[config.mk]
export PLATFORM = sky130hd
export DESIGN_NAME = reg_file
export DESIGN_NICKNAME = d
export VERILOG_FILES = /design/src/reg_file.sv
export SDC_FILE = /design/constraint.sdc
export NUM_CORES = 2
export LEC_CHECK = 0
export BUFFER_PORTS_ARGS = -buffer_cell sky130_fd_sc_hd__buf_2
export CORE_MARGIN = 10
export CORE_UTILIZATION = 58
export CTS_CLUSTER_DIAMETER = 80
export DETAILED_ROUTE_END_ITERATION = 8
export GPL_TIMING_DRIVEN = 0
export PLACE_DENSITY_LB_ADDON = 0.12
export SYNTH_ARGS = -nofsm -noshare
export SYNTH_HDL_FRONTEND = slang
export SYNTH_SLANG_ARGS = --single-unit
[constraint.sdc]
create_clock -name clk -period 3.48 [get_ports clk]
set_input_delay 0.174 -clock clk [delete_from_list [all_inputs] [get_ports clk]]
set_output_delay 0.174 -clock clk [all_outputs]
set_load 0.02 [all_outputs]
[src/reg_file.sv]
module reg_file (
    input  logic        clk,
    input  logic        rst_n,
    input  logic [4:0]  ra1,
    input  logic [4:0]  ra2,
    input  logic [4:0]  wa,
    input  logic        we,
    input  logic [31:0] wd,
    output logic [31:0] rd1,
    output logic [31:0] rd2
);

    logic [31:0] regs [32];

    always_ff @(posedge clk) begin
        if (!rst_n) begin
            for (int i = 0; i < 32; i++) begin
                regs[i] <= '0;
            end
        end else if (we && wa != 5'd0) begin
            regs[wa] <= wd;
        end
    end

    // $0 is never written, so it reads zero.
    assign rd1 = regs[ra1];
    assign rd2 = regs[ra2];

endmodule

==> flow_results.org <==
** Floorplanning
- The floorplan has 113 rows.
- The floorplan step defined a die boundary enclosing 109000 sq um.
- The total area inside the core boundary comes to 95200 sq um.
- In this run the vertical extent of the chip is 330 um.
- I/O pin count :: 114
- Once the floorplan was initialized, standard cells occupied 58.6% of the core.
- The die is 330 um wide.

** Pwr
- IR Drop Worst-Case VDD :: 464 uV
- The analysis attributes to cell leakage a power of 24.9 nW.
- In this run the power density over the cells is 482 nW/um^2.

** Finish
- In the final layout, flip-flops and latches occupy 30700 sq um.
- The register with the most flip-flops in the layout has 1024 of them.
- The finished cells cover 63200 sq um.
- Register bank with the most flops :: regs
- After filler insertion, the fill cell instance count of the layout stands at 7125.
- Area of the multi-input gates :: 23400 sq um
- The post-route netlist has 10.3% of its cells at a drive strength greater than 1.
- Net count, final :: 4990
- Utilization after layout :: 66.5%
- Excluding fillers, the count of instances in the completed layout stands at 6300.
- Relative to the synthesized area, the layout overhead comes to 13.5%.
- Top flop regs :: regs: 1024 flops

** Detailed routing
- For this block, the initial DRC count from the detailed router was 7256.
- Using the TritonRoute via totals, the vias-per-cell ratio works out to 6.81.
- Wirelength per Cell :: 34.4 um
- Total vias in the final route :: 42900
- After detailed routing, the number of remaining DRC violations is 0.
- The final layout contains routed wiring with a total length of 216000 um.
- In this run the remaining antenna-violating nets after routing total 0.
- Drt first pass iters :: 6

** Place
- HPWL after DPL :: 155000 um
- Last weighted congestion value of the routability-driven placer :: 1.00
- Placed Cells :: 6062
- Placed Instance Area :: 59500 sq um
- Total of buffers placed on input and output ports :: 111

** STA
- At the pin with the least slew margin, the transition time is 1.33 ns.
- Worst setup margin :: -0.108 ns
- RSZ-0062 raised after global routing :: false
- Achievable frequency :: 0.279 GHz
- Measured against its own limit, the worst slew margin works out to 11.0%.
- Final-report max-slew violation count :: 0
- Tmin final :: 3.59 ns
- The count of endpoints failing hold in the final timing report is 0.
- For the final routed database, the setup TNS stands at -0.333 ns.
- Hold timing on the final database bottoms out at a slack of 0.0995 ns.
- Final setup violating endpoints :: 5
- Final clock period utilization by the worst path :: 103%

** Logic synthesis
- Yosys printed 0 warnings.
- Area of the mapped netlist :: 55700 sq um
- Number of unique standard cell types used by synthesis :: 32
- Counting flops with an async set or reset pin after synthesis yields a share of 0%.
- Sequential area share after synthesis :: 55.2%
- Ys flop type :: sky130_fd_sc_hd__edfxtp_1
- The cell count after synthesis came out at 4609.
- In this run, synthesis produced a sequential element count of 1024.
- Dividing the synthesized area by the synthesized cell count gives 12.1 sq um.
- The synthesized design contains 1024 enable-type register cells.

** Global routing
- In the global route stage, overall resource usage came out at 38.7%.
- GR Overflow Total :: 0
- Pin count of the biggest net entering global routing :: 32
- The number of antenna violations at the first check in global routing came to 17.
- Via count of the first global-routing pass :: 41200
- First-pass GRT wire length :: 298000 um

** Clock tree
- CTS H-Tree Depth :: 3
- No sink is reached through more buffers than the 3 on the longest clock path.
- Num Clock Sinks :: 1024
- Clk pin slew, worst setup/hold paths :: 0.06 ns
- Number of clock buffers inserted by TritonCTS :: 109
- TritonCTS built the clock tree.
- CTS root buf :: sky130_fd_sc_hd__clkbuf_16

** Setup path
- The worst setup path is of the primary input to primary output kind.
- Critical Path Start :: ra1[0]
- Data arrives at the worst endpoint at 3.41 ns.
- Maximum fanout count along the critical path :: 10
- The worst setup path is captured at a primary output.
- Critical path launch point type :: primary input
- Endpoint required time on the critical path :: 3.31 ns
- In this run the worst setup path terminates at rd1[12].

** Run status
- Run status :: finished with violations
- Violations in the final reports :: negative setup slack

** Min path
- Worst hold path type :: primary input to register

** Flow run
- Number of max-capacitance violations reported :: 0
[layer usage]
layer	part of all wire, %	track usage (%)	wire length, um	vias to the layer above
met1	36	50.2	78400	21100
li1	-	-	-	17600
met2	42	55.8	91100	3423
met4	7.3	24.8	15900	20
met3	14	12.3	30900	746
met5	0.065	0.177	140	-
[cell type report]
class	count	area share, %
Clock inverter	56	0.914
Sequential cell	1024	48.6
Inverter	1	0.00593
Tap cell	1265	2.50
Timing Repair Buffer	189	3.18
Buffer	450	3.27
Multi-Input combinational cell	3165	36.9
Clock buffer	136	4.51
Antenna cell	14	0.0554
[cell usage after synthesis (2+ instances only)]
cell	instances	share of area, %
sky130_fd_sc_hd__edfxtp_1	1024	55
sky130_fd_sc_hd__a22oi_1	192	2.6
sky130_fd_sc_hd__buf_1	33	0.22
sky130_fd_sc_hd__or3b_1	2	0.031
sky130_fd_sc_hd__clkbuf_2	18	0.16
sky130_fd_sc_hd__nor2_2	7	0.079
sky130_fd_sc_hd__buf_6	3	0.061
sky130_fd_sc_hd__clkbuf_1	254	1.7
sky130_fd_sc_hd__nor2b_1	4	0.045
sky130_fd_sc_hd__nor2_4	5	0.10
sky130_fd_sc_hd__a22o_1	128	2.0
sky130_fd_sc_hd__nand2b_1	4	0.045
sky130_fd_sc_hd__a31oi_1	64	0.72
sky130_fd_sc_hd__or2_2	2	0.022
sky130_fd_sc_hd__a21oi_1	192	1.7
sky130_fd_sc_hd__buf_4	60	0.81
sky130_fd_sc_hd__and2_1	994	11
sky130_fd_sc_hd__nand3b_1	3	0.040
sky130_fd_sc_hd__nand3_1	193	1.7
sky130_fd_sc_hd__nor3_1	64	0.57
sky130_fd_sc_hd__mux2i_1	1024	18
sky130_fd_sc_hd__o21ai_0	31	0.28
sky130_fd_sc_hd__buf_2	82	0.74
sky130_fd_sc_hd__nor2_1	23	0.15
sky130_fd_sc_hd__nand2_1	196	1.3
[logic make-up after synthesis]
family / after synthesis / share of synthesized area, %
AOI/OAI and AO/OA: 607 / 7.32
muxes: 1024 / 18.4
other: 1 / 0.00673
and+or+nand+nor: 1502 / 15.4
DFF: 1024 / 55.2
buffers and inverters: 451 / 3.71
[stage by stage]
stage,power [mW],setup slack (ns)
after CTS,30.1,0.181
after detailed placement,18.8,0.186
after global placement,18.6,-3.86
after global routing,30.9,0.0117
final,30.5,-0.108
after floorplan,17.0,-0.0454
[power by group]
group	switching [mW]	total (mW)	internal [mW]
clock network	5.08	11.7	6.64
logic	2.81	4.15	1.34
registers	0.362	14.6	14.3
[what timing repair did]
action | in CTS | in global routing
endpoints found under the hold margin | 32 | 0
setup endpoints to repair | 0 | 1
buffers inserted | 0 | 0
gates resized for setup | 0 | 2
hold buffers | 32 | 0
[worst min path at each step]
stage	from	to	slack (ns)	cells past startpoint
3_3_place_gp	wd[4]	regs[5][4]$_SDFFCE_PN0P_	0.51	2
2_1_floorplan	wd[31]	regs[1][31]$_SDFFCE_PN0P_	0.37	1
6_report	rst_n	regs[14][31]$_SDFFCE_PN0P_	0.1	2
5_1_grt	rst_n	regs[31][27]$_SDFFCE_PN0P_	0.11	2
3_5_place_dp	wd[5]	regs[5][5]$_SDFFCE_PN0P_	0.52	2
4_1_cts	rst_n	regs[14][3]$_SDFFCE_PN0P_	0.08	2
[placed cells by master, fill, tap and decap left out, types with 23 or more instances in the layout]
cell type and count:
sky130_fd_sc_hd__nand2_1 196, sky130_fd_sc_hd__a22oi_1 192, sky130_fd_sc_hd__buf_4 60, sky130_fd_sc_hd__dlygate4sd3_1 32, sky130_fd_sc_hd__mux2i_1 1024, sky130_fd_sc_hd__edfxtp_1 1024, sky130_fd_sc_hd__a21oi_1 192, sky130_fd_sc_hd__buf_2 193
sky130_fd_sc_hd__nand3_1 193, sky130_fd_sc_hd__a31oi_1 64, sky130_fd_sc_hd__nor2_1 23, sky130_fd_sc_hd__and2_1 994, sky130_fd_sc_hd__clkinv_2 26, sky130_fd_sc_hd__clkbuf_16 110, sky130_fd_sc_hd__buf_1 33, sky130_fd_sc_hd__a22o_1 128
sky130_fd_sc_hd__nor3_1 64, sky130_fd_sc_hd__o21ai_4 31, sky130_fd_sc_hd__buf_16 29, sky130_fd_sc_hd__clkbuf_1 279, sky130_fd_sc_hd__conb_1 32
[critical path: stages]
cell                       delay (ns)
sky130_fd_sc_hd__buf_2           0.17
sky130_fd_sc_hd__nor2_1          0.13
sky130_fd_sc_hd__clkbuf_1        0.81
sky130_fd_sc_hd__buf_1           0.86
sky130_fd_sc_hd__a22oi_1         0.39
sky130_fd_sc_hd__nand3_1         0.44
sky130_fd_sc_hd__nand3_1         0.20
sky130_fd_sc_hd__buf_2           0.21
(Power assumes the default switching activity.)
