[config.mk]
export PLATFORM = sky130hd
export DESIGN_NAME = mem_arbiter
export DESIGN_NICKNAME = d
export VERILOG_FILES = /design/src/bus_pkg.sv /design/src/mem_arbiter.sv
export SDC_FILE = /design/constraint.sdc
export NUM_CORES = 1
export LEC_CHECK = 0
export ABC_AREA = 1
export BUFFER_PORTS_ARGS = -buffer_cell sky130_fd_sc_hd__clkbuf_2
export CORE_MARGIN = 1
export CORE_UTILIZATION = 25
export DETAILED_ROUTE_END_ITERATION = 8
export GPL_ROUTABILITY_DRIVEN = 0
export PLACE_DENSITY = 0.84
export SLEW_MARGIN = 5
export SYNTH_ARGS = -nofsm -noshare
export SYNTH_HDL_FRONTEND = slang
export SYNTH_SLANG_ARGS = --single-unit
[constraint.sdc]
create_clock -name vclk -period 0.8
set_input_delay 0.08 -clock vclk [all_inputs]
set_output_delay 0.08 -clock vclk [all_outputs]
set_load 0.01 [all_outputs]
[src/bus_pkg.sv]
package bus_pkg;

    localparam int DATA_W     = 32;
    localparam int MEM_WORDS  = 1024;
    localparam int MEM_ADDR_W = 10;

    // internal valid/grant request.
    typedef struct packed {
        logic                  valid;
        logic                  write;
        logic [MEM_ADDR_W-1:0] addr;   // word index.
        logic [DATA_W-1:0]     wdata;
    } mem_req_s;

    // apb inputs, paddr is a byte address.
    typedef struct packed {
        logic              psel;
        logic              penable;
        logic              pwrite;
        logic [11:0]       paddr;
        logic [DATA_W-1:0] pwdata;
    } apb_req_s;

endpackage

[src/mem_arbiter.sv]
module mem_arbiter (
    input  logic              clk,
    input  logic              rst_n,
    input  bus_pkg::mem_req_s core_req,
    input  bus_pkg::mem_req_s apb_mem_req,
    output logic              core_gnt,
    output logic              apb_gnt,
    output bus_pkg::mem_req_s mem_req
);

    assign apb_gnt  = apb_mem_req.valid;
    assign core_gnt = core_req.valid && !apb_mem_req.valid;

    always_comb begin
        mem_req       = apb_gnt ? apb_mem_req : core_req;
        mem_req.valid = apb_gnt || core_gnt;
    end

endmodule

==> impl_metrics.csv, run 1 <==
group,metric,value,unit
outcome,status,"finished, final reports clean",
worst_setup_path,critPathTopFamily,"buffers and inverters",
routing,ant_nets,0,
sta,tns,0,ns
global_route,antenna_found_initial,0,
pwr,power_density,582,nW/um^2
worst_setup_path,slowest_delay,0.16,ns
yosys,syn-num-nets,233,
layout,regArea,0,um^2
worst_setup_path,crit_type,"input pin to output port",
yosys,syn_inst,143,
global_route,track_usage,0.168,
placement,io_buffer_count,134,
sta,tightest_slew,0.150,ns
worst_setup_path,cp_common_cell,"nand2_1",
pwr,p_leak,0.000985,uW
hold_path,min_path_type,"input pin to output port",
sta,min_period,0.725,ns
floorplan,die_x,52.5,um
worst_setup_path,cp-start-kind,"input pin",
worst_setup_path,cp_slowest_cell,"buf_12",
worst_setup_path,crit_required,0.72,ns
sta,min_period_over_period,0.906,
yosys,yosysTopAreaCell,"nand2_1",
worst_setup_path,crit_chain,"buf_8 -> buf_12 -> nand2_1 -> nand2_1 -> clkbuf_2",
routing,dr.pass1.iters,3,
floorplan,start_util,0.275,
worst_setup_path,cp-end-kind,"output port",
layout,clkbuf_count,0,
yosys,yosys_warnings,0,
global_route,grt_max_degree,24,
layout,fin_nets,362,
sta,hold_viol_final,0,
layout,postLayoutCoreUtil,0.560,
layout,drive_gt1_frac,0.548,
floorplan,coreArea,2320,um^2
worst_setup_path,cp.arrival,0.65,ns
sta,relSlewSlack,0.900,
floorplan,dieArea,2760,um^2
global_route,grt_first_pass_wirelength,3760,um
pwr,max-vdd-ir-drop,0.350,mV
routing,vias_per_cell,4.13,
yosys,synth.distinct_cells,8,
yosys,ys_seq_area_frac,0,
routing,drc,0,
yosys,post_synth.cell_area_avg,4.46,um^2
job,cap_violations,0,
routing,drtIter0Drc,9,
placement,hpwl,2060,um
layout,layout_common_cells,"133 x clkbuf_2, 120 x nand2_1, 10 x nand2_2, 2 x inv_8, 2 x buf_12",
global_route,grt-ovfl-total,0,
routing,vias,1230,
worst_setup_path,critPathMaxFanout,22,
floorplan,fp.dieH,52.5,um
routing,drt-total-wl,2530,um
yosys,yosysTopAreaCellShare,0.706,
global_route,grt_pass1_vias,991,
layout,insertedDiodeCount,0,
layout,seq_cells,0,
sta,report.final.slew_viol_count,0,
layout,final_common_cell,"clkbuf_2",
worst_setup_path,path_buf_inv,3,
routing,wl_per_cell,8.50,um
yosys,syn_area,638,um^2
sta,holdWs,0.438,ns
yosys,yosys-top-cells-area,"nand2_1 71%, nand2_2 9.8%, buf_6 8.8%, buf_4 4.7%, buf_12 3.1%",
layout,area_delta_synth_final,104,%
layout,nFillCells,252,
sta,rsz0062_at_grt,"false",
sta,max_freq,1.38,GHz
sta,setup_viol,0,
cts,hold_buffers,0,
floorplan,pin_count,136,
cts,cts_setup_buffers,0,
floorplan,num_rows,17,
## cell families (layout without fill, tap and decap cells)
kind of cell,Yosys count,in the layout,synth area share
simple gates,131,131,0.810
buf+inv,12,139,0.190
## power breakdown
part	leakage, uW	total, uW	internal (uW)	switching, uW
sequential	0	0	0	0
combinational	0.000985	755	376	380
clock	0	0	0	0
total	0.000985	755	376	380
## cell type report
cell class	count	area, um^2	share of cell area
Inverter	2	15.0	0.0116
Timing Repair Buffer	136	721	0.555
Tap cell	28	35.0	0.0270
Multi-Input combinational cell	131	517	0.398
Timing Repair inverter	1	11.3	0.00867
## synth_stat cells
cell type    n
buf_12       1
buf_4        4
buf_6        5
inv_1        1
inv_8        1
nand2_1    120
nand2_2     10
nor2_1       1
## repair_timing
item | in CTS | in global routing
gates resized for setup | 3 | 2
setup endpoints to repair | 43 | 11
cloned | 1 | 0
hold endpoints to repair | 0 | 0
## tightest hold or removal path, stage by stage
cell      delay (ns)
clkbuf_2        0.08
nand2_1         0.04
nand2_1         0.04
clkbuf_2        0.12
## final timing paths
check,from,to,slack (ns),cells past startpoint
worst min-delay path,core_req[18],mem_req[18],0.44,4
worst max-delay path,apb_mem_req[43],mem_req[7],0.07,5
## routing by layer
layer,GRT usage,up-vias,wire length [um]
li1,-,673,-
met1,0.189,488,990
met2,0.340,69,1270
met3,0.0116,0,269
met4,0.0219,0,0
met5,0,-,0
## per-stage QoR
stage,instance area (um^2),instances,power (uW),setup slack (ns)
after floorplan,638,143,374,0.177
after global placement,1280,297,737,-0.0482
after detailed placement,1280,297,746,-0.0715
after CTS,1290,298,764,0.0392
after global routing,1300,298,848,0.0266
final,1300,298,755,0.0749
No activity file was read; power rests on OpenSTA's default activity.
==> inputs of run 2 (changes only) <==
- CORE_AREA: default -> 2 2 52 54
- CORE_MARGIN: 1 -> default
- CORE_UTILIZATION: 25 -> default
- DIE_AREA: default -> 0 0 54 56
- PLACE_DENSITY: 0.84 -> 0.87
- clock period: 0.8 -> 0.87 ns (I/O delays scaled with it)
==> run 2 against run 1 <==
  * Power shrank 1.8%
  * Core utilization grew 1.3 points
  * Via count is 4.8% higher
  * Design area up 7.3%
  * First-iteration DRC count is 11% lower
  * Routed wire length up 6.5%
  * Global-route usage is 0.90 points lower
  * Setup slack worse by 0.011 ns
  * Count of clock-buffer cells in the layout stayed put
  * Combinational power fell by 2%
  * Non-clock buffer count is 8 higher
  * Largest power group unchanged
==> impl_metrics.csv, run 2 (synthesis results as in run 1) <==
group,metric,value,unit
floorplan,start_util,0.262,
pwr,power.switching,356,uW
worst_setup_path,cp-start-kind,"input pin",
global_route,track_usage,0.159,
global_route,antenna_found_initial,0,
global_route,grt_pass1_vias,1075,
placement,io_buffer_count,134,
hold_path,min_path_type,"input pin to output port",
global_route,met3_usage,0.0269,
outcome,status,"finished, final reports clean",
routing,dr.pass1.iters,4,
floorplan,dieArea,3020,um^2
pwr,p_leak,0.00104,uW
layout,regArea,0,um^2
pwr,pwr-share-comb,1.000,
cts,hold_buffers,0,
pwr,power_density,532,nW/um^2
sta,rsz0062_at_grt,"false",
layout,insertedDiodeCount,0,
placement,dpl_cell_area,1340,um^2
pwr,p_int,385,uW
layout,final_common_cell,"clkbuf_2",
placement,place_inst,305,
routing,ant_nets,0,
worst_setup_path,crit_type,"input pin to output port",
global_route,grt-ovfl-total,0,
floorplan,die_x,54,um
layout,fin_area,1390,um^2
routing,wl_per_cell,8.79,um
layout,clkbuf_count,0,
layout,seq_cells,0,
placement,hpwl,2370,um
sta,min_period,0.807,ns
sta,hold_viol_final,0,
sta,tightest_slew,0.119,ns
routing,drt-total-wl,2700,um
global_route,grt_util_met2,0.352,
layout,postLayoutCoreUtil,0.573,
routing,vias,1289,
pwr,power,741,uW
layout,drive_gt1_frac,0.560,
worst_setup_path,critPathMaxFanout,7,
layout,area_delta_synth_final,118,%
layout,finalNonFillerCells,307,
floorplan,num_rows,18,
sta,max_freq,1.24,GHz
pwr,switching_share,0.481,
worst_setup_path,crit_required,0.78,ns
global_route,grt_use_met1,0.143,
routing,vias_per_cell,4.20,
layout,fin_nets,369,
sta,holdWs,0.452,ns
pwr,max-vdd-ir-drop,0.323,mV
job,cap_violations,0,
floorplan,fp.dieH,56,um
sta,report.final.slew_viol_count,0,
layout,layout_common_cells,"132 x clkbuf_2, 120 x nand2_1, 10 x nand2_2, 5 x buf_4, 3 x buf_12",
sta,min_period_over_period,0.927,
worst_setup_path,cp-end-kind,"output port",
worst_setup_path,cp.arrival,0.72,ns
routing,drtIter0Drc,8,
sta,relSlewSlack,0.921,
cts,cts_setup_buffers,0,
pwr,power_frac_seq,0,
floorplan,coreArea,2430,um^2
sta,setup_viol,0,
routing,drc,0,
pwr,clkPwrFrac,0,
global_route,busiest_layer,"met2",
global_route,grt_max_degree,22,
floorplan,pin_count,136,
global_route,grt_first_pass_wirelength,3970,um
## run 2: through the flow
step                      setup TNS (ns)  setup slack [ns]
final                                  0            0.0635
after global routing                   0            0.0168
after floorplan                        0             0.233
after global placement          -0.00655          -0.00603
after detailed placement         -0.0755           -0.0132
after CTS                              0            0.0112
## run 2: routing by layer
layer  share of wire  up-vias
met5               0        -
met4               0        0
met3            0.16        0
met2            0.52       80
met1            0.33      524
li1                -      685
## run 2: worst max-delay path, cell delays in order
cell	delay, ns
buf_4	0.15
inv_8	0.09
clkbuf_16	0.15
nand2_2	0.04
nand2_1	0.06
clkbuf_2	0.13
## run 2: repair_timing
item / CTS / global route
endpoints found under the setup margin: 14 / 36
cloned: 0 / 2
gates resized for setup: 1 / 4
## run 2: area by class of cell
cell class	instances	area [um^2]
multi-input combinational	131	517
fill	247	1040
inverter	2	15.0
tap	30	37.5
timing repair buffer	144	825
## run 2: final timing paths
kind | from | end | cells past startpoint
max | apb_mem_req[43] | mem_req[5] | 6
min | core_req[26] | mem_req[26] | 4
## run 2: power groups by stage
stage / combinational, uW / sequential [uW] / clock, uW
4_1_cts: 725 / 0 / 0
6_report: 741 / 0 / 0
3_3_place_gp: 711 / 0 / 0
3_5_place_dp: 720 / 0 / 0
5_1_grt: 837 / 0 / 0
2_1_floorplan: 343 / 0 / 0
