[src/bus_pkg.sv]
package bus_pkg;

    localparam int DATA_W     = 32;
    localparam int MEM_WORDS  = 1024;
    localparam int MEM_ADDR_W = 10;

    // internal valid/grant request.
    typedef struct packed {
        logic                  valid;
        logic                  write;
        logic [MEM_ADDR_W-1:0] addr;   // word index.
        logic [DATA_W-1:0]     wdata;
    } mem_req_s;

    // apb inputs, paddr is a byte address.
    typedef struct packed {
        logic              psel;
        logic              penable;
        logic              pwrite;
        logic [11:0]       paddr;
        logic [DATA_W-1:0] pwdata;
    } apb_req_s;

endpackage

[src/mips_pkg.sv]
package mips_pkg;

    // instruction field positions.
    localparam int OP_LSB   = 26;
    localparam int RS_LSB   = 21;
    localparam int RT_LSB   = 16;
    localparam int RD_LSB   = 11;
    localparam int IMM_W    = 16;
    localparam int TARGET_W = 26;

    typedef enum logic [5:0] {
        OP_SPECIAL = 6'b000000,
        OP_J       = 6'b000010,
        OP_JAL     = 6'b000011,  // not supported.
        OP_BEQ     = 6'b000100,
        OP_ADDI    = 6'b001000,  // not supported.
        OP_ADDIU   = 6'b001001,  // not supported.
        OP_ORI     = 6'b001101,
        OP_LUI     = 6'b001111,
        OP_LW      = 6'b100011,
        OP_SW      = 6'b101011
    } opcode_e;

    typedef enum logic [5:0] {
        FN_JR   = 6'b001000,     // not supported.
        FN_ADDU = 6'b100001,
        FN_SUBU = 6'b100011,
        FN_SLT  = 6'b101010      // not supported.
    } funct_e;

    typedef enum logic [2:0] {
        ALU_ADD = 3'b000,
        ALU_SUB = 3'b001,
        ALU_OR  = 3'b011,
        ALU_LUI = 3'b100
    } alu_op_e;

    localparam logic [1:0] DST_RT     = 2'b00;
    localparam logic [1:0] DST_RD     = 2'b01;
    localparam logic [1:0] WB_ALU     = 2'b00;
    localparam logic [1:0] WB_MEM     = 2'b01;
    localparam logic [1:0] NPC_PC4    = 2'b00;
    localparam logic [1:0] NPC_BRANCH = 2'b01;
    localparam logic [1:0] NPC_JUMP   = 2'b10;
    localparam logic [1:0] EXT_ZERO   = 2'b00;
    localparam logic [1:0] EXT_SIGN   = 2'b01;
    localparam logic [1:0] EXT_UPPER  = 2'b10;

    typedef struct packed {
        logic [1:0] reg_dst;
        logic       alu_src;
        logic [1:0] mem_to_reg;
        logic       reg_wr;
        logic       mem_wr;
        logic [1:0] npc_sel;
        logic [1:0] ext_op;
        alu_op_e    alu_op;
    } ctrl_s;

    // no writes, falls through to pc+4.
    localparam ctrl_s CTRL_NONE = '{
        reg_dst:    DST_RT,
        alu_src:    1'b0,
        mem_to_reg: WB_ALU,
        reg_wr:     1'b0,
        mem_wr:     1'b0,
        npc_sel:    NPC_PC4,
        ext_op:     EXT_ZERO,
        alu_op:     ALU_ADD
    };

endpackage

[src/core.sv]
module core (
    input  logic              clk,
    input  logic              rst_n,
    input  logic              run,
    output bus_pkg::mem_req_s core_req,
    input  logic              core_gnt,
    input  logic [31:0]       rdata,
    input  mips_pkg::ctrl_s   ctrl,
    input  logic              illegal,
    output mips_pkg::opcode_e opcode,
    output mips_pkg::funct_e  funct,
    output logic              zero,
    output logic [4:0]        ra1,
    output logic [4:0]        ra2,
    output logic [4:0]        wa,
    output logic              we,
    output logic [31:0]       wd,
    input  logic [31:0]       rd1,
    input  logic [31:0]       rd2,
    output logic              halted
);
    import mips_pkg::*;
    import bus_pkg::*;

    typedef enum logic [1:0] {FETCH, EXEC, LOAD_WB, HALT} state_e;

    state_e         state;
    logic [31:0]    pc;
    logic [31:0]    ir;
    logic           ir_loaded;
    logic [15:0]    imm;
    logic [31:0]    ext_imm;
    logic [31:0]    alu_b;
    logic [31:0]    alu_result;
    logic [31:0]    pc_plus4;
    logic [31:0]    npc;
    logic           exec_ready;
    logic           mem_access;

    assign opcode = opcode_e'(ir[OP_LSB +: 6]);
    assign funct  = funct_e'(ir[5:0]);
    assign imm    = ir[IMM_W-1:0];
    assign ra1    = ir[RS_LSB +: 5];
    assign ra2    = ir[RT_LSB +: 5];
    assign wa     = (ctrl.reg_dst == DST_RD) ? ir[RD_LSB +: 5] : ir[RT_LSB +: 5];

    always_comb begin
        case (ctrl.ext_op)
            EXT_SIGN:  ext_imm = {{16{imm[15]}}, imm};
            EXT_UPPER: ext_imm = {imm, 16'h0000};
            default:   ext_imm = {16'h0000, imm};
        endcase
    end

    assign alu_b = ctrl.alu_src ? ext_imm : rd2;

    always_comb begin
        case (ctrl.alu_op)
            ALU_SUB: alu_result = rd1 - alu_b;
            ALU_OR:  alu_result = rd1 | alu_b;
            ALU_LUI: alu_result = alu_b;  // already shifted by the extender.
            default: alu_result = rd1 + alu_b;
        endcase
    end

    assign zero     = (alu_result == 32'd0);
    assign pc_plus4 = pc + 32'd4;

    always_comb begin
        case (ctrl.npc_sel)
            NPC_BRANCH: npc = pc_plus4 + {{14{imm[15]}}, imm, 2'b00};
            NPC_JUMP:   npc = {pc_plus4[31:28], ir[TARGET_W-1:0], 2'b00};
            default:    npc = pc_plus4;
        endcase
    end

    assign exec_ready = (state == EXEC) && ir_loaded && !illegal;
    assign mem_access = (ctrl.mem_to_reg == WB_MEM);

    // lw writes back only from LOAD_WB.
    assign we     = ctrl.reg_wr && ((exec_ready && !mem_access) || state == LOAD_WB);
    assign wd     = mem_access ? rdata : alu_result;
    assign halted = (state == HALT);

    always_comb begin
        core_req       = '0;
        core_req.wdata = rd2;
        if (state == FETCH && run) begin
            core_req.valid = 1'b1;
            core_req.addr  = pc[MEM_ADDR_W+1:2];
        end else if (exec_ready && mem_access) begin
            core_req.valid = 1'b1;
            core_req.write = ctrl.mem_wr;
            core_req.addr  = alu_result[MEM_ADDR_W+1:2];
        end
    end

    always_ff @(posedge clk) begin
        if (state == EXEC && !ir_loaded) begin
            ir <= rdata;
        end
    end

    always_ff @(posedge clk) begin
        if (!rst_n) begin
            state     <= FETCH;
            pc        <= '0;
            ir_loaded <= 1'b0;
        end else begin
            case (state)
                FETCH: begin
                    ir_loaded <= 1'b0;
                    if (core_gnt) begin
                        state <= EXEC;
                    end
                end
                EXEC: begin
                    if (!ir_loaded) begin
                        ir_loaded <= 1'b1;
                    end else if (illegal) begin
                        state <= HALT;
                    end else if (!mem_access) begin
                        pc    <= npc;
                        state <= FETCH;
                    end else if (core_gnt) begin
                        if (ctrl.mem_wr) begin
                            pc    <= npc;
                            state <= FETCH;
                        end else begin
                            state <= LOAD_WB;
                        end
                    end
                end
                LOAD_WB: begin
                    pc    <= npc;
                    state <= FETCH;
                end
                default: state <= HALT;  // held until reset.
            endcase
        end
    end

endmodule

[config.mk]
export PLATFORM = sky130hd
export DESIGN_NAME = core
export DESIGN_NICKNAME = d
export VERILOG_FILES = /design/src/bus_pkg.sv /design/src/mips_pkg.sv /design/src/core.sv
export SDC_FILE = /design/constraint.sdc
export NUM_CORES = 1
export LEC_CHECK = 0
export BUFFER_PORTS_ARGS = -buffer_cell sky130_fd_sc_hd__buf_2
export CORE_MARGIN = 2
export CORE_UTILIZATION = 54
export DETAILED_ROUTE_END_ITERATION = 10
export HOLD_SLACK_MARGIN = 0.06
export PLACE_DENSITY = 0.9
export RECOVER_POWER = 100
export SYNTH_ARGS = -nofsm -noshare
export SYNTH_HDL_FRONTEND = slang
export SYNTH_SLANG_ARGS = --single-unit
export TNS_END_PERCENT = 100
[constraint.sdc]
create_clock -name clk -period 6.5 [get_ports clk]
set_clock_uncertainty 0.15 [all_clocks]
set_input_delay 0.65 -clock clk [delete_from_list [all_inputs] [get_ports clk]]
set_output_delay 0.65 -clock clk [all_outputs]
set_load 0.01 [all_outputs]
==> run metrics, run 1 <==
largest net degree at the start of global routing=43; library cells used by synthesis=90; first-pass GRT wire length=approximately 41,000 um; Antenna Violating Nets Remaining=0; Mapped Area=approximately 7400 sq um; Max Clk Rate=around 0.16 GHz; Site Rows=42; setup TNS=0 ns; post-layout min period=~6.3 ns; synthesized area per cell=between 7 and 8 sq um; r2r endpoint=pc[11]; flops & latches, synth=45; CTS tree=yes; clock sink total=45; Critical Path Fanout Max=6; WL per Instance=roughly 21 um; CP endpoint kind=output port; slew at the pin closest to its max-slew limit=about 2.1 ns; global-route usage over all layers=35.7%; status=finished with violations; Setup-failing EPs final=0; Setup Crit Path Kind=in2out; register area share after synthesis=between 15 and 20%; die extent in y=roughly 120 um; crit path from=ctrl[3]; CTS buffer count=5; Fin. Hold Viols=0; RD Place Congestion=1.03; MaxCap Viol Count=2; Internal Power=a little under 0.9 mW; vias in the first global route=~7,600; Flop pwr share=between 20% and 30%; switching share of power=45.0%; R2R depth=12; asr flop ratio synth=0%; combinational share of power=60.4%; post-layout util=between 60% and 70%; initial DRC count=1,237; R2R Setup Slk=2.92 ns; most area-consuming cells after synthesis=edfxtp_1, ha_1, buf_4; CTS root buf=clkbuf_16; Starting Density=a little under three fifths; Worst-path clk slew=approximately 0.06 ns; dpl hpwl=21,700 um; share of cells above drive strength 1=slightly above 20%; top-count cell post-synth=nand2_1; Max Slew Vio Count=61; Pleak=between 3 and 4 nW; top_reg_cell synth=edfxtp_1; Peak supply drop=about 150 uV; worst r2r src=ir[1]; CP max stage delay=~0.41 ns; Worst Path Arrival=roughly 5.5 ns; first-pass detailed-route iteration total=7; I/O pins=around 220; Finished Layout Cells=about 1,300; H-tree levels=2; post-route cell area=between 8000 and 9000 sq um; cell taking the most area after synthesis=edfxtp_1; failing checks=max-capacitance violations, max-slew violations; Sw Pwr=0.726 mW; syn_nets=between 1,000 and 1,500; Startpoint Class=primary input; Chip Width=approximately 120 um; P per Cell Area=~190 nW/um^2; Clock Latency Late Sink=about 0.29 ns; Area Growth Syn to Fin=14.8%; number of antenna violations at the first check in global routing=1; Pwr Total=between 1.5 and 2 mW; yosys synthesis warning count=0; Post-synth EDFFs=32; Final #Nets=1,303; port bufs=220; most common library cells after synthesis=nand2_1, nor2_1, a21oi_1, buf_4, o21ai_0; placement-stage cell area=between 8000 and 9000 sq um; dpl cells=between 1,000 and 1,500; critical path endpoint=wd[31]; vias post-DR=8,601; Synth top area share=about an eighth; Clock power frac=between 15 and 20%; worst min path class=reg2reg; Core ar.=~13,000 sq um; cell at the slowest stage of the critical path=or3_1; worst path required time=between 5 and 6 ns; Routed WL=about 27,000 um; Clock Tree Buf Depth=2; Final Cycle Share=a little over nine tenths; post-synthesis cell count=967; Post-route DRC=0; Rel. slew slack=-37.1%; gr ovfl total=0; CP Cell Sequence=buf_2, inv_1, ha_2, buf_4, o211a_1, nor4_1, and4b_2, nand3_2, or2_2, o21ai_0, xor2_1, ha_1, a21oi_1, o21ai_0, or3_1, o21ai_2, a21o_1, nand3_2, and2_1, mux2i_1, a211oi_2, buf_2; Die ar.=14,600 sq um; vias per cell=roughly 6.5
metal layers:
metal  global-route usage [%]  vias to the layer above  part of all wire, %
li1                         -                     3903                    -
met3                     5.78                      117                   12
met2                     59.0                      651                   46
met5                        0                        -                    0
met1                     45.1                     3930                   37
met4                     17.1                        0                  5.6
logic make-up after synthesis:
| family | Yosys count | synth area share (%) |
|---|---|---|
| AO/OA/AOI/OAI | 310 | 30.4 |
| XOR/XNOR | 57 | 6.76 |
| adder cells (fa/ha/maj) | 49 | 8.50 |
| buffers and inverters | 136 | 10.5 |
| flip-flops | 45 | 16.5 |
| multiplexers | 19 | 2.78 |
| AND/OR/NAND/NOR | 351 | 24.5 |
what timing repair did:
action	CTS	global route
buffers inserted	0	3
endpoints found under the setup margin	0	6
resized for setup	0	16
hold endpoints to repair	0	0
hold buffers	0	0
per-stage QoR:
step | worst slack [ns] | hold WS (ns)
after global placement | 0.164 | 0.365
after detailed placement | 0.0620 | 0.372
after global routing | -0.0519 | 0.394
after floorplan | 0.428 | 0.323
after CTS | 0.0462 | 0.384
final | 0.227 | 0.388
worst max-delay path, delay by kind of cell:
kind | cells | cell delay, ns
compound gates | 7 | 1.63
xor+xnor | 1 | 0.11
fa+ha+maj | 2 | 0.57
simple gates | 7 | 1.87
buf+inv | 4 | 0.51
mux | 1 | 0.13
placed cells by master, fill, tap and decap left out, types with 27 or more instances in the layout:
cell and instances:
xnor2_1 28, ha_1 45, xor2_1 29, a21oi_1 55
buf_4 39, clkbuf_1 111, nand2_1 94, inv_1 27
buf_2 121, edfxtp_1 32, o21ai_0 49, nor2_1 91
layout make-up:
type                    instances  area [sq um]
inverters                      29           109
fillers                      1232          4810
clock inverters                 2          35.0
well taps                     176           220
multi-input cells             786          5450
flip-flops and latches         45          1220
clock buffers                   5           125
repair buffers                272          1320
diodes                          1          2.50
power by group through the flow:
stage,registers [mW],clock network [mW],logic (mW)
after floorplan,0.344,0,0.643
after CTS,0.348,0.285,0.966
after global routing,0.351,0.300,1.04
final,0.350,0.288,0.975
after detailed placement,0.354,0,0.961
after global placement,0.353,0,0.953
worst min-delay path by stage:
stage          cells past startpoint  endpoint  slack [ns]       from
2_1_floorplan                      2  state[1]        0.32   state[0]
3_3_place_gp                       2     pc[3]        0.36      pc[3]
6_report                           2     pc[3]        0.39      pc[3]
4_1_cts                            2     pc[3]        0.38      pc[3]
3_5_place_dp                       2     pc[3]        0.37      pc[3]
5_1_grt                            1    ir[17]        0.39  rdata[17]
registers in the layout (all words and copies together) (netlist names):
signal and flops:
ir 32, ir_loaded 1, pc 10, state 2
(Power assumes the default switching activity.)
==> run 2, diff against run 1 <==
CORE_UTILIZATION = 58   (was 54)
PLACE_DENSITY = 0.95   (was 0.9)
clock period = 7.9 ns   (was 6.5 ns; I/O delays follow)
==> run 2 against run 1 <==
Compared with the run above:
- sequential share of layout area is 0.69 points higher
- sequential power is 17% lower
- count of clock-buffer cells in the layout is 1 higher
- combinational power is 23% lower
- global-route usage is 1.6 points higher
- largest power group unchanged
- the flow still finishes with violations (max-capacitance violations, max-slew violations)
- non-clock buffer count is 44 lower
- clock power is 30% lower
==> run metrics, run 2 (synthesis results as in run 1) <==
first-pass GRT wire length=between 30,000 and 40,000 um; Layout fillers=about 1,200; Site Rows=41; highest-count cells in the layout ignoring fill and taps=clkbuf_1, buf_2, nand2_1; Starting Density=between 50% and 60%; I/O pins=around 220; Area Growth Syn to Fin=9.55%; Setup Crit Path Kind=in2out; Fin. Hold Viols=0; dpl hpwl=just over 20,000 um; Startpoint Class=primary input; H-tree levels=2; WL per Instance=just over 20 um; Peak supply drop=a little under 90 uV; Final Cycle Share=a little over nine tenths; Routed WL=26,300 um; vias per cell=between 6 and 7; worst min path class=reg2reg; Worst-path clk slew=0.06 ns; RSZ-0062 raised after global routing=false; worst r2r src=pc[2]; die extent in y=~120 um; first-pass detailed-route iteration total=6; port bufs=220; initial DRC count=about 1,000; share of cells above drive strength 1=15.4%; commonest non-fill, non-tap cell in the layout=clkbuf_1; slew at the pin closest to its max-slew limit=just over 2 ns; Core ar.=around 13,000 sq um; Regs by FF count=ir x32, pc x10, state x2; R2R Setup Slk=about 4.3 ns; Die ar.=between 10,000 and 15,000 sq um; CP Cell Sequence=buf_2, ha_1, o211a_1, nor2_1, ha_1, nand2_1, nor4_2, nor2_1, xor2_1, ha_1, and4_1, o21ai_0, a21oi_1, clkbuf_1, a31oi_1, nor4_1, mux2_1, a211o_1, nor4_2, nand4_1, nor2_1, clkbuf_1; CP endpoint kind=output port; global-route usage over all layers=between 30% and 40%; number of antenna violations at the first check in global routing=0; max reg flops=32; failing checks=max-capacitance violations, max-slew violations; PostCTS Resize Cnt=0; Post-route DRC=0; Max Slew Vio Count=between 40 and 50; CTS root buf=clkbuf_16; r2r endpoint=pc[10]; MaxCap Viol Count=1; hold depth=2; RD Place Congestion=a little over 1; Max Clk Rate=around 0.13 GHz; vias post-DR=8,448; Setup WS post-layout=approximately 0.49 ns; CP max stage delay=around 0.52 ns; Worst Path Arrival=6.47 ns; vias in the first global route=7,491; clock sink total=between 40 and 50; post-layout min period=approximately 7.4 ns; gr ovfl total=0; Rel. slew slack=-36.0%; CTS buffer count=5; Clock Tree Buf Depth=2; worst hold start=pc[3]; P per Cell Area=about 150 nW/um^2; Chip Width=~120 um; Reg with most FFs=ir; CTS tree=yes; Clock Latency Late Sink=slightly below 0.3 ns; setup TNS=0 ns; cell at the slowest stage of the critical path=nor4_1; # hold bufs at CTS=0; Pleak=between 3 and 4 nW; Critical Path Fanout Max=24; worst path required time=just under 7 ns; worst hold path endpoint=pc[3]; R2R depth=13; Antenna Violating Nets Remaining=0; largest net degree at the start of global routing=43; Post-CTS Setup Bufs=0; Final #Nets=around 1,300; status=finished with violations; Setup-failing EPs final=0; pre-CTS setup slack=around 0.73 ns
## run 2: cell count changes in the layout (fill, tap and decap cells not counted), moves of 3 or more
| cell | change |
|---|---|
| and2_0 | +3 |
| buf_2 | -14 |
| buf_4 | -35 |
| clkbuf_1 | +7 |
| o21ai_0 | +4 |
| o21ai_1 | -4 |
## run 2: final cells by class
type	count	area [sq um]	area share, %
repair buffers	228	1000	12.4
well taps	172	215	2.66
inverters	29	109	1.35
multi-input cells	786	5400	66.7
flip-flops and latches	45	1220	15.1
diodes	2	5.00	0.0618
clock buffers	6	129	1.59
clock inverters	2	11.3	0.139
## run 2: where the power goes
part | internal [mW] | switching, mW | leakage (nW)
registers | 0.270 | 0.0191 | 0.404
clock network | 0.116 | 0.0856 | 0.0645
logic | 0.279 | 0.473 | 2.82
total | 0.666 | 0.577 | 3.29
## run 2: how the worst max path moves through the flow
stage                  from  endpoint  slack, ns  cells past startpoint
finish              ctrl[3]      zero       0.49                     22
global route        ctrl[4]      zero       0.06                     23
CTS                 ctrl[3]      zero       0.70                     22
detailed placement  ctrl[3]      zero       0.73                     22
global placement    ctrl[3]      zero       0.92                     22
floorplan           ctrl[3]      zero       1.55                     23
## run 2: routing by layer
layer,track usage (%),share of wire [%],up-vias
met5,0,0,-
met4,22.6,6.8,0
li1,-,-,3826
met3,10.4,12,138
met1,46.5,37,3853
met2,57.3,44,631
## run 2: through the flow
step           std cells  instance area [sq um]  total power [mW]  hold slack [ns]  utilization (%)
6_report            1270                   8090              1.24            0.389             64.7
2_1_floorplan        967                   7390             0.812            0.323                -
4_1_cts             1268                   8250              1.23            0.382             65.9
3_5_place_dp        1260                   8110              1.03            0.373             64.8
5_1_grt             1268                   8090              1.31            0.438             64.6
3_3_place_gp        1260                   8110              1.02            0.364             64.8
## run 2: worst max-delay path: cells and delay by family
kind / cells / cell delay [ns]
muxes: 1 / 0.43
buffers and inverters: 3 / 0.65
adders and majority gates: 3 / 1.12
AOI/OAI and AO/OA: 5 / 1.08
and+or+nand+nor: 9 / 2.17
xor gates and xnor gates: 1 / 0.18
