==> src/mips_pkg.sv <==
package mips_pkg;

    // instruction field positions.
    localparam int OP_LSB   = 26;
    localparam int RS_LSB   = 21;
    localparam int RT_LSB   = 16;
    localparam int RD_LSB   = 11;
    localparam int IMM_W    = 16;
    localparam int TARGET_W = 26;

    typedef enum logic [5:0] {
        OP_SPECIAL = 6'b000000,
        OP_J       = 6'b000010,
        OP_JAL     = 6'b000011,  // not supported.
        OP_BEQ     = 6'b000100,
        OP_ADDI    = 6'b001000,  // not supported.
        OP_ADDIU   = 6'b001001,  // not supported.
        OP_ORI     = 6'b001101,
        OP_LUI     = 6'b001111,
        OP_LW      = 6'b100011,
        OP_SW      = 6'b101011
    } opcode_e;

    typedef enum logic [5:0] {
        FN_JR   = 6'b001000,     // not supported.
        FN_ADDU = 6'b100001,
        FN_SUBU = 6'b100011,
        FN_SLT  = 6'b101010      // not supported.
    } funct_e;

    typedef enum logic [2:0] {
        ALU_ADD = 3'b000,
        ALU_SUB = 3'b001,
        ALU_OR  = 3'b011,
        ALU_LUI = 3'b100
    } alu_op_e;

    localparam logic [1:0] DST_RT     = 2'b00;
    localparam logic [1:0] DST_RD     = 2'b01;
    localparam logic [1:0] WB_ALU     = 2'b00;
    localparam logic [1:0] WB_MEM     = 2'b01;
    localparam logic [1:0] NPC_PC4    = 2'b00;
    localparam logic [1:0] NPC_BRANCH = 2'b01;
    localparam logic [1:0] NPC_JUMP   = 2'b10;
    localparam logic [1:0] EXT_ZERO   = 2'b00;
    localparam logic [1:0] EXT_SIGN   = 2'b01;
    localparam logic [1:0] EXT_UPPER  = 2'b10;

    typedef struct packed {
        logic [1:0] reg_dst;
        logic       alu_src;
        logic [1:0] mem_to_reg;
        logic       reg_wr;
        logic       mem_wr;
        logic [1:0] npc_sel;
        logic [1:0] ext_op;
        alu_op_e    alu_op;
    } ctrl_s;

    // no writes, falls through to pc+4.
    localparam ctrl_s CTRL_NONE = '{
        reg_dst:    DST_RT,
        alu_src:    1'b0,
        mem_to_reg: WB_ALU,
        reg_wr:     1'b0,
        mem_wr:     1'b0,
        npc_sel:    NPC_PC4,
        ext_op:     EXT_ZERO,
        alu_op:     ALU_ADD
    };

endpackage

==> src/controller.sv <==
module controller (
    input  mips_pkg::opcode_e opcode,
    input  mips_pkg::funct_e  funct,
    input  logic              zero,
    output mips_pkg::ctrl_s   ctrl,
    output logic              illegal
);
    import mips_pkg::*;

    always_comb begin
        ctrl    = CTRL_NONE;
        illegal = 1'b0;
        case (opcode)
            OP_SPECIAL: begin
                case (funct)
                    FN_ADDU: begin
                        ctrl.reg_dst = DST_RD;
                        ctrl.reg_wr  = 1'b1;
                        ctrl.alu_op  = ALU_ADD;
                    end
                    FN_SUBU: begin
                        ctrl.reg_dst = DST_RD;
                        ctrl.reg_wr  = 1'b1;
                        ctrl.alu_op  = ALU_SUB;
                    end
                    default: illegal = 1'b1;  // slt, jr and the rest.
                endcase
            end
            OP_ORI: begin
                ctrl.alu_src = 1'b1;
                ctrl.reg_wr  = 1'b1;
                ctrl.ext_op  = EXT_ZERO;
                ctrl.alu_op  = ALU_OR;
            end
            OP_LUI: begin
                ctrl.alu_src = 1'b1;
                ctrl.reg_wr  = 1'b1;
                ctrl.ext_op  = EXT_UPPER;
                ctrl.alu_op  = ALU_LUI;
            end
            OP_LW: begin
                ctrl.alu_src    = 1'b1;
                ctrl.mem_to_reg = WB_MEM;
                ctrl.reg_wr     = 1'b1;
                ctrl.ext_op     = EXT_SIGN;
            end
            OP_SW: begin
                ctrl.alu_src    = 1'b1;
                ctrl.mem_to_reg = WB_MEM;
                ctrl.mem_wr     = 1'b1;
                ctrl.ext_op     = EXT_SIGN;
            end
            OP_BEQ: begin
                ctrl.alu_op  = ALU_SUB;
                ctrl.npc_sel = zero ? NPC_BRANCH : NPC_PC4;  // taken on equal.
            end
            OP_J:    ctrl.npc_sel = NPC_JUMP;
            default: illegal = 1'b1;  // addi, addiu, jal and the rest.
        endcase
    end

endmodule

==> config.mk <==
export PLATFORM = sky130hd
export DESIGN_NAME = controller
export DESIGN_NICKNAME = d
export VERILOG_FILES = /design/src/mips_pkg.sv /design/src/controller.sv
export SDC_FILE = /design/constraint.sdc
export NUM_CORES = 1
export LEC_CHECK = 0
export BUFFER_PORTS_ARGS = -buffer_cell sky130_fd_sc_hd__buf_4
export CORE_AREA = 2 2 39 41
export DETAILED_ROUTE_END_ITERATION = 12
export DIE_AREA = 0 0 41 43
export SYNTH_ARGS = -nofsm -noshare
export SYNTH_HDL_FRONTEND = slang
export SYNTH_SLANG_ARGS = --single-unit
==> constraint.sdc <==
create_clock -name vclk -period 1.5
set_input_delay 0.075 -clock vclk [all_inputs]
set_output_delay 0.075 -clock vclk [all_outputs]
set_load 0.01 [all_outputs]
==> impl_metrics.csv, run 1 <==
group,metric,value,unit
outcome,outcome,"completed",
worst_hold_path,holdCritStartpoint,"opcode[4]",
floorplanning,die-width,41,um
routing,vias,318,
cts,cts_repair_resize_count,0,
synthesis,ys_types,22,
timing,hold_viol,0,
layout,area.sequential,0,sq um
cts,cts_hold_repair.buffers,0,
synthesis,syn-cell-area,223,sq um
placed_design,placed_cells_incl_taps,73,
layout,finish.net_count,72,
grt,antenna_found_initial,0,
worst_hold_path,end_point_of_the_worst_hold_path,"ctrl[7]",
routing,drcViolationCount,0,
layout,nFlopsAndLatches,0,
grt,grt.total_usage,7.89,%
setup_path,highest_net_fanout_along_the_worst_path,4,
timing,final-setup-viol-count,0,
setup_path,worstSetupEndpointType,"output pin",
synthesis,synthesis.instances,33,
synthesis,synth.avg_cell_area,6.75,sq um
grt,grt_start_max_net_pins,9,
placed_design,portBuffers,26,
synthesis,synth_sequential_area_ratio,0,%
cts,post-cts-setup-buffers,0,
routing,route.antenna.remaining_nets,0,
setup_path,crit_type,"in2out",
floorplanning,initial_core_util,16.1,%
worst_hold_path,min_path_type,"in2out",
routing,wire_per_inst,9.75,um
setup_path,timing.critical_path.from_type,"input port",
routing,routed_wl,712,um
floorplanning,vertical_die_dimension,43,um
routing,detailedRoute.firstIterationViolations,3,
layout,area_delta_synth_final,96.6,%
timing,final-max-slew-violation-count,0,
layout,instances_no_fill,73,
layout,layout_clock_buffer_count,0,
timing,timing.fmax,695,MHz
floorplanning,die-area,1760,sq um
power_and_ir_drop,ir_worst_vdd,0.0752,mV
power_and_ir_drop,power.density,175,nW/um^2
grt,gr-total-overflow,0,
job,drv.max_cap_violation_count,0,
floorplanning,io-pin-count,28,
layout,final_cell_area,438,sq um
grt,grt_pass1_wl,1.03,mm
setup_path,arrival,1.36,ns
timing,unrepaired_setup_endpoints_after_global_routing,"yes",
routing,drt-pass1-iter-count,4,
power_and_ir_drop,cellLeakagePower,0.232,nW
floorplanning,core_region_area,1380,sq um
setup_path,critPathRequiredTime,1.42,ns
layout,post_route_cells_drive_above_1_share,56.1,%
grt,first_global_vias,265,
floorplanning,std_cell_rows,14,
timing,fin_setup_tns,0,ns
timing,timing.final.crit_period,1.44,ns
synthesis,yosys_warnings,0,
placed_design,hpwlAfterDp,626,um
worst_hold_path,hold_path_depth,3,
placed_design,globalplace.congestion,0.752,
layout,insertedDiodeCount,0,
placed_design,placedInstanceArea,423,sq um
routing,vias_per_std_cell,4.36,
timing,fin_crit_sh,95.9,%
[critical path, stage by stage]
cell and delay [ns]:
sky130_fd_sc_hd__buf_6 0.09, sky130_fd_sc_hd__or4_4 0.55, sky130_fd_sc_hd__nor4_4 0.37, sky130_fd_sc_hd__a21o_1 0.18
sky130_fd_sc_hd__buf_6 0.10
[cells by family after synthesis]
kind of cell	count (synthesis)	synth area share (%)
AO/OA/AOI/OAI	3	10.7
AND/OR/NAND/NOR	22	68.5
XOR/XNOR	1	3.93
buffers and inverters	6	15.2
other	1	1.68
[routing by layer]
metal  routed length [um]  track usage (%)
met1                  289             10.8
met2                  346             14.1
met4                    0                0
met5                    0                0
met3                   76                0
[Yosys cell counts (all sizes together), types with 2 or more instances]
library cell,n,area [sq um]
nor3,3,15.0
buf,3,22.5
nor4,4,40.0
inv,2,7.51
nor2,3,11.3
nand2b,3,18.8
[worst max-delay path by stage]
stage,start,to
2_1_floorplan,opcode[0],ctrl[0]
3_3_place_gp,opcode[2],ctrl[0]
3_5_place_dp,opcode[2],ctrl[0]
4_1_cts,opcode[2],ctrl[0]
5_1_grt,opcode[3],ctrl[0]
6_report,opcode[3],ctrl[0]
[cells in the final DEF, fill, tap and decap left out, drive strengths merged, types with 2 or more instances in the layout]
cell / instances
buf: 27
conb: 2
inv: 2
nand2b: 3
nor2: 3
nor3: 3
nor4: 4
[metrics by stage]
step                      utilization [%]  total power [mW]  hold WS (ns)  worst slack, ns
after floorplan                         -            0.0323         0.183            0.173
after detailed placement             30.6            0.0746         0.433           0.0491
after global routing                 31.6            0.0847         0.436         -0.00227
final                                31.6            0.0768         0.417           0.0612
after CTS                            30.6            0.0747         0.433           0.0458
after global placement               30.6            0.0736         0.429           0.0674
[area by class of cell]
cell class | instances | area (sq um)
well taps | 16 | 20.0
repair buffers | 27 | 218
fillers | 166 | 946
multi-input cells | 28 | 193
inverters | 2 | 7.51
[report_power, final]
part	total [mW]	leakage [nW]	internal, mW	switching, mW
sequential	0	0	0	0
combinational	0.0768	0.232	0.0435	0.0332
clock	0	0	0	0
Note: power is estimated with default switching activity, not from simulation.
==> run 2, diff against run 1 <==
--- a/config.mk
+++ b/config.mk
@@ -9,6 +9,7 @@
 export CORE_AREA = 2 2 39 41
 export DETAILED_ROUTE_END_ITERATION = 12
 export DIE_AREA = 0 0 41 43
+export SLEW_MARGIN = 10
 export SYNTH_ARGS = -nofsm -noshare
 export SYNTH_HDL_FRONTEND = slang
 export SYNTH_SLANG_ARGS = --single-unit
==> constraint.sdc (replaced) <==
create_clock -name vclk -period 1.4
set_input_delay 0.07 -clock vclk [all_inputs]
set_output_delay 0.07 -clock vclk [all_outputs]
set_load 0.01 [all_outputs]
==> run 2 against run 1 <==
Effect of this change: critical path depth is the same; hold slack lost 0.0017 ns; first-iteration DRC count grew 67%; sequential share of layout area is the same; count of clock-buffer cells in the layout is the same; combinational power grew 20%; non-clock buffer count grew 5; total power grew 20%; die area is the same; cell count grew 6.8%; core utilization grew 2.9 points; largest power group unchanged.
==> impl_metrics.csv, run 2 (synthesized netlist as in run 1, its figures left out) <==
group,metric,value,unit
outcome,outcome,"completed",
layout,finish.net_count,77,
grt,grt_pass1_wl,1.04,mm
timing,hold_viol,0,
setup_path,max_stage_delay,0.55,ns
cts,post-cts-setup-buffers,0,
timing,unrepaired_setup_endpoints_after_global_routing,"yes",
setup_path,timing.critical_path.from_type,"input port",
floorplanning,io-pin-count,28,
setup_path,worstSetupEndpointType,"output pin",
routing,vias,336,
floorplanning,core_region_area,1380,sq um
layout,insertedDiodeCount,0,
floorplanning,vertical_die_dimension,43,um
timing,final-max-slew-violation-count,0,
setup_path,path_cells,"buf_6 > or4_4 > nor4_4 > a21o_1 > buf_6",
placed_design,portBuffers,26,
layout,layout.cells.most_common_list,"29 x sky130_fd_sc_hd__buf_4, 3 x sky130_fd_sc_hd__nand2b_1, 3 x sky130_fd_sc_hd__nor3_1, 3 x sky130_fd_sc_hd__nor2_1, 3 x sky130_fd_sc_hd__buf_6",
routing,routed_wl,759,um
layout,area.sequential,0,sq um
worst_hold_path,holdCritStartpoint,"funct[2]",
setup_path,critical_path.n_buffers_inverters,2,
placed_design,globalplace.congestion,0.812,
routing,detailedRoute.firstIterationViolations,5,
setup_path,arrival,1.33,ns
layout,area_delta_synth_final,115,%
setup_path,critPathRequiredTime,1.33,ns
layout,layout_clock_buffer_count,0,
layout,post_route_cells_drive_above_1_share,61.3,%
floorplanning,die-width,41,um
setup_path,crit_path_end,"ctrl[0]",
layout,final_common_cell,"sky130_fd_sc_hd__buf_4",
routing,route.antenna.remaining_nets,0,
routing,wire_per_inst,9.73,um
grt,antenna_found_initial,0,
routing,drt-pass1-iter-count,2,
grt,first_global_vias,280,
setup_path,critical_path.startpoint,"opcode[3]",
routing,drcViolationCount,0,
setup_path,path_delay_family,"simple AND/OR/NAND/NOR gates",
routing,vias_per_std_cell,4.31,
timing,fin_crit_sh,99.9,%
grt,gr-total-overflow,0,
floorplanning,die-area,1760,sq um
setup_path,highest_net_fanout_along_the_worst_path,4,
placed_design,hpwlAfterDp,678,um
grt,grt_start_max_net_pins,7,
setup_path,critical-path-top-cell-by-count,"sky130_fd_sc_hd__buf_6",
timing,timing.final.crit_period,1.40,ns
floorplanning,initial_core_util,16.1,%
timing,timing.fmax,715,MHz
power_and_ir_drop,power.density,192,nW/um^2
timing,final-setup-viol-count,0,
setup_path,cpMaxStageDelayCell,"sky130_fd_sc_hd__or4_4",
placed_design,placedInstanceArea,460,sq um
job,drv.max_cap_violation_count,0,
layout,n_fill_cell,155,
power_and_ir_drop,cellLeakagePower,0.256,nW
grt,grt.total_usage,7.89,%
power_and_ir_drop,ir_worst_vdd,0.0817,mV
worst_hold_path,min_path_type,"in2out",
timing,fin_worst_hold_slack,0.415,ns
floorplanning,std_cell_rows,14,
layout,nFlopsAndLatches,0,
layout,final_cell_area,478,sq um
setup_path,crit_type,"in2out",
setup_path,cp_num_cells,5,
==> run 2: worst min path at each step <==
stage	endpoint	slack, ns	cells past startpoint
after floorplan	ctrl[12]	0.17	1
after global placement	ctrl[12]	0.42	3
after detailed placement	ctrl[12]	0.42	3
after CTS	ctrl[12]	0.42	3
after global routing	ctrl[12]	0.43	3
final	ctrl[12]	0.42	3
==> run 2: power breakdown <==
part	internal [mW]	switching [mW]
logic	0.0531	0.0388
registers	0	0
clock network	0	0
==> run 2: layout make-up <==
type / count / area [sq um] / area share [%]
multi-input combinational: 28 / 199 / 41.6
inverter: 2 / 7.51 / 1.57
timing repair buffer: 32 / 251 / 52.6
tap: 16 / 20.0 / 4.19
==> run 2: per-stage QoR <==
| stage | worst slack, ns | TNS [ns] | total power, mW | instances | utilization [%] |
|---|---|---|---|---|---|
| 2_1_floorplan | 0.0827 | 0 | 0.0346 | 34 | - |
| 3_3_place_gp | -0.0298 | -0.0547 | 0.0881 | 78 | 33.3 |
| 3_5_place_dp | -0.0386 | -0.0915 | 0.0890 | 78 | 33.3 |
| 4_1_cts | -0.0329 | -0.0789 | 0.0915 | 78 | 34.1 |
| 5_1_grt | -0.0615 | -0.159 | 0.101 | 78 | 34.5 |
| 6_report | 0.00141 | 0 | 0.0919 | 78 | 34.5 |
==> run 2: repair_timing <==
item | in CTS | in global routing
cloned | 0 | 0
setup endpoints to repair | 4 | 4
hold buffers | 0 | 0
resized for setup | 3 | 1
pin swaps | 5 | 1
==> run 2: layer usage <==
layer	track usage (%)	share of wire, %	wire length (um)
met1	9.81	39	297
met4	0	1.8	14
met3	0.524	9.9	75
met5	0	0	0
met2	14.7	49	371
==> run 2: tightest hold or removal path, stage by stage <==
cell                     delay, ns
sky130_fd_sc_hd__buf_4        0.09
sky130_fd_sc_hd__nor4_4       0.05
sky130_fd_sc_hd__buf_4        0.14
==> run 3, diff against run 2 <==
--- a/config.mk
+++ b/config.mk
@@ -9,6 +9,7 @@
 export CORE_AREA = 2 2 39 41
 export DETAILED_ROUTE_END_ITERATION = 12
 export DIE_AREA = 0 0 41 43
+export GPL_TIMING_DRIVEN = 0
 export SLEW_MARGIN = 10
 export SYNTH_ARGS = -nofsm -noshare
 export SYNTH_HDL_FRONTEND = slang
==> run 3 against run 2 <==
Effect of this change: the run now ends with setup timing left; combinational power fell by 6.5%; cell count shrank 3.8%; maximum frequency fell by 0.58%; routed wire length shrank 7.2%; critical endpoint unchanged; sequential cell count unchanged; critical path depth stayed put; hold slack got worse by 0.0049 ns; core utilization shrank 1.4 points; die area unchanged; non-clock buffer count fell by 3; worst setup slack lost 0.0082 ns; highest routed layer is now met3; count of clock-buffer cells in the layout stayed put.
==> impl_metrics.csv, run 3 (synthesized netlist as in run 1, its figures left out) <==
group,metric,value,unit
setup_path,crit_type,"in2out",
placed_design,hpwlAfterDp,625,um
cts,post-cts-setup-buffers,0,
grt,grt.total_usage,7.99,%
power_and_ir_drop,comb_power_share,100.0,%
layout,area.sequential,0,sq um
routing,wire_per_inst,9.39,um
layout,layout.cells.most_common_list,"25 x sky130_fd_sc_hd__buf_4, 3 x sky130_fd_sc_hd__nand2b_1, 3 x sky130_fd_sc_hd__nor3_1, 3 x sky130_fd_sc_hd__nor2_1",
timing,unrepaired_setup_endpoints_after_global_routing,"yes",
layout,nFlopsAndLatches,0,
timing,fin_worst_hold_slack,0.410,ns
floorplanning,vertical_die_dimension,43,um
setup_path,path_delay_family,"simple AND/OR/NAND/NOR gates",
layout,finish.net_count,74,
timing,setup_ws,-0.00675,ns
power_and_ir_drop,ir_worst_vdd,0.0673,mV
worst_hold_path,holdCritStartpoint,"funct[2]",
timing,fin_crit_sh,100,%
power_and_ir_drop,share_clk_of_total_power,0,%
power_and_ir_drop,pwr-share-seq,0,%
layout,post-route-util,33.2,%
routing,detailedRoute.firstIterationViolations,1,
layout,n_fill_cell,159,
job,drv.max_cap_violation_count,0,
timing,final-max-slew-violation-count,0,
floorplanning,core_region_area,1380,sq um
routing,drcViolationCount,0,
power_and_ir_drop,p_sw_share,43.3,%
outcome,violations,"setup timing",
floorplanning,die-width,41,um
routing,routed_wl,704,um
setup_path,critical_path.n_buffers_inverters,2,
setup_path,highest_net_fanout_along_the_worst_path,4,
setup_path,cpMaxStageDelayCell,"sky130_fd_sc_hd__or4_4",
layout,insertedDiodeCount,0,
routing,drt-pass1-iter-count,2,
floorplanning,initial_core_util,16.1,%
power_and_ir_drop,p_sw,0.0372,mW
floorplanning,die-area,1760,sq um
routing,vias_per_std_cell,4.28,
worst_hold_path,min_path_type,"in2out",
setup_path,critical_path.startpoint,"opcode[2]",
timing,final-setup-viol-count,1,
placed_design,globalplace.congestion,0.765,
routing,route.antenna.remaining_nets,0,
routing,vias,321,
outcome,outcome,"complete, but fails checks",
floorplanning,std_cell_rows,14,
grt,first_global_vias,279,
grt,grt_pass1_wl,1.06,mm
power_and_ir_drop,p_total,0.0859,mW
layout,multi_input_area,203,sq um
grt,antenna_found_initial,0,
layout,layout_clock_buffer_count,0,
power_and_ir_drop,power.density,187,nW/um^2
placed_design,preCtsSetupSlack,-0.0466,ns
setup_path,timing.critical_path.from_type,"input port",
setup_path,path_cells,"buf_8 > or4_4 > nor4_4 > a21o_1 > buf_6",
grt,gr-total-overflow,0,
setup_path,max_stage_delay,0.54,ns
layout,final_common_cell,"sky130_fd_sc_hd__buf_4",
power_and_ir_drop,p_int,0.0487,mW
grt,grt_start_max_net_pins,9,
setup_path,crit_path_end,"ctrl[0]",
setup_path,worstSetupEndpointType,"output pin",
power_and_ir_drop,cellLeakagePower,0.242,nW
timing,hold_viol,0,
floorplanning,io-pin-count,28,
layout,post_route_cells_drive_above_1_share,59.3,%
setup_path,cp_num_cells,5,
setup_path,critPathRequiredTime,1.33,ns
placed_design,portBuffers,25,
layout,area_delta_synth_final,106,%
timing,timing.fmax,711,MHz
setup_path,arrival,1.34,ns
timing,timing.final.crit_period,1.41,ns
## run 3: cell count changes in the layout (fill, tap and decap cells not counted), sizes merged
cell	before	now
buf	32	28
clkbuf	0	1
## run 3: metrics by stage
step	setup TNS (ns)	std cells	area, sq um
2_1_floorplan	0	34	226
3_3_place_gp	-0.127	75	434
3_5_place_dp	-0.119	75	434
4_1_cts	-0.112	75	445
5_1_grt	-0.228	75	459
6_report	-0.00675	75	459
## run 3: tightest hold or removal path: cells and delay by family
family | cells | cell delay (ns)
and+or+nand+nor | 1 | 0.05
buffers and inverters | 2 | 0.22
## run 3: final cells by class
| cell class | instances | area share (%) |
|---|---|---|
| multi-input cells | 28 | 44.1 |
| repair buffers | 25 | 44.1 |
| plain buffers | 4 | 5.72 |
| well taps | 16 | 4.36 |
| inverters | 2 | 1.63 |
## run 3: how the worst min path moves through the flow
stage                    end  slack [ns]  cells past startpoint
CTS                 ctrl[12]        0.42                      3
global route        ctrl[12]        0.42                      3
global placement    ctrl[12]        0.41                      3
finish              ctrl[12]        0.41                      3
floorplan           ctrl[12]        0.17                      1
detailed placement   ctrl[0]        0.42                      3
## run 3: timing repair
action / 4_1_cts / 5_1_grt
hold buffers: 0 / 0
pin swaps: 4 / 1
gates resized for setup: 3 / 3
endpoints found under the setup margin: 3 / 5
hold endpoints to repair: 0 / 0
## run 3: per-layer routing
layer  vias to the layer above  part of all wire [%]  global-route usage [%]
li1                        167                     -                       -
met1                       141                    36                    9.49
met2                        13                    54                    15.3
met3                         0                   9.7                   0.524
met4                         0                     0                       0
met5                         -                     0                       0
## run 3: power by group through the flow
| stage | clock network [mW] | registers, mW | logic [mW] |
|---|---|---|---|
| after floorplan | 0 | 0 | 0.0346 |
| after global placement | 0 | 0 | 0.0798 |
| after detailed placement | 0 | 0 | 0.0803 |
| after CTS | 0 | 0 | 0.0828 |
| after global routing | 0 | 0 | 0.0940 |
| final | 0 | 0 | 0.0859 |
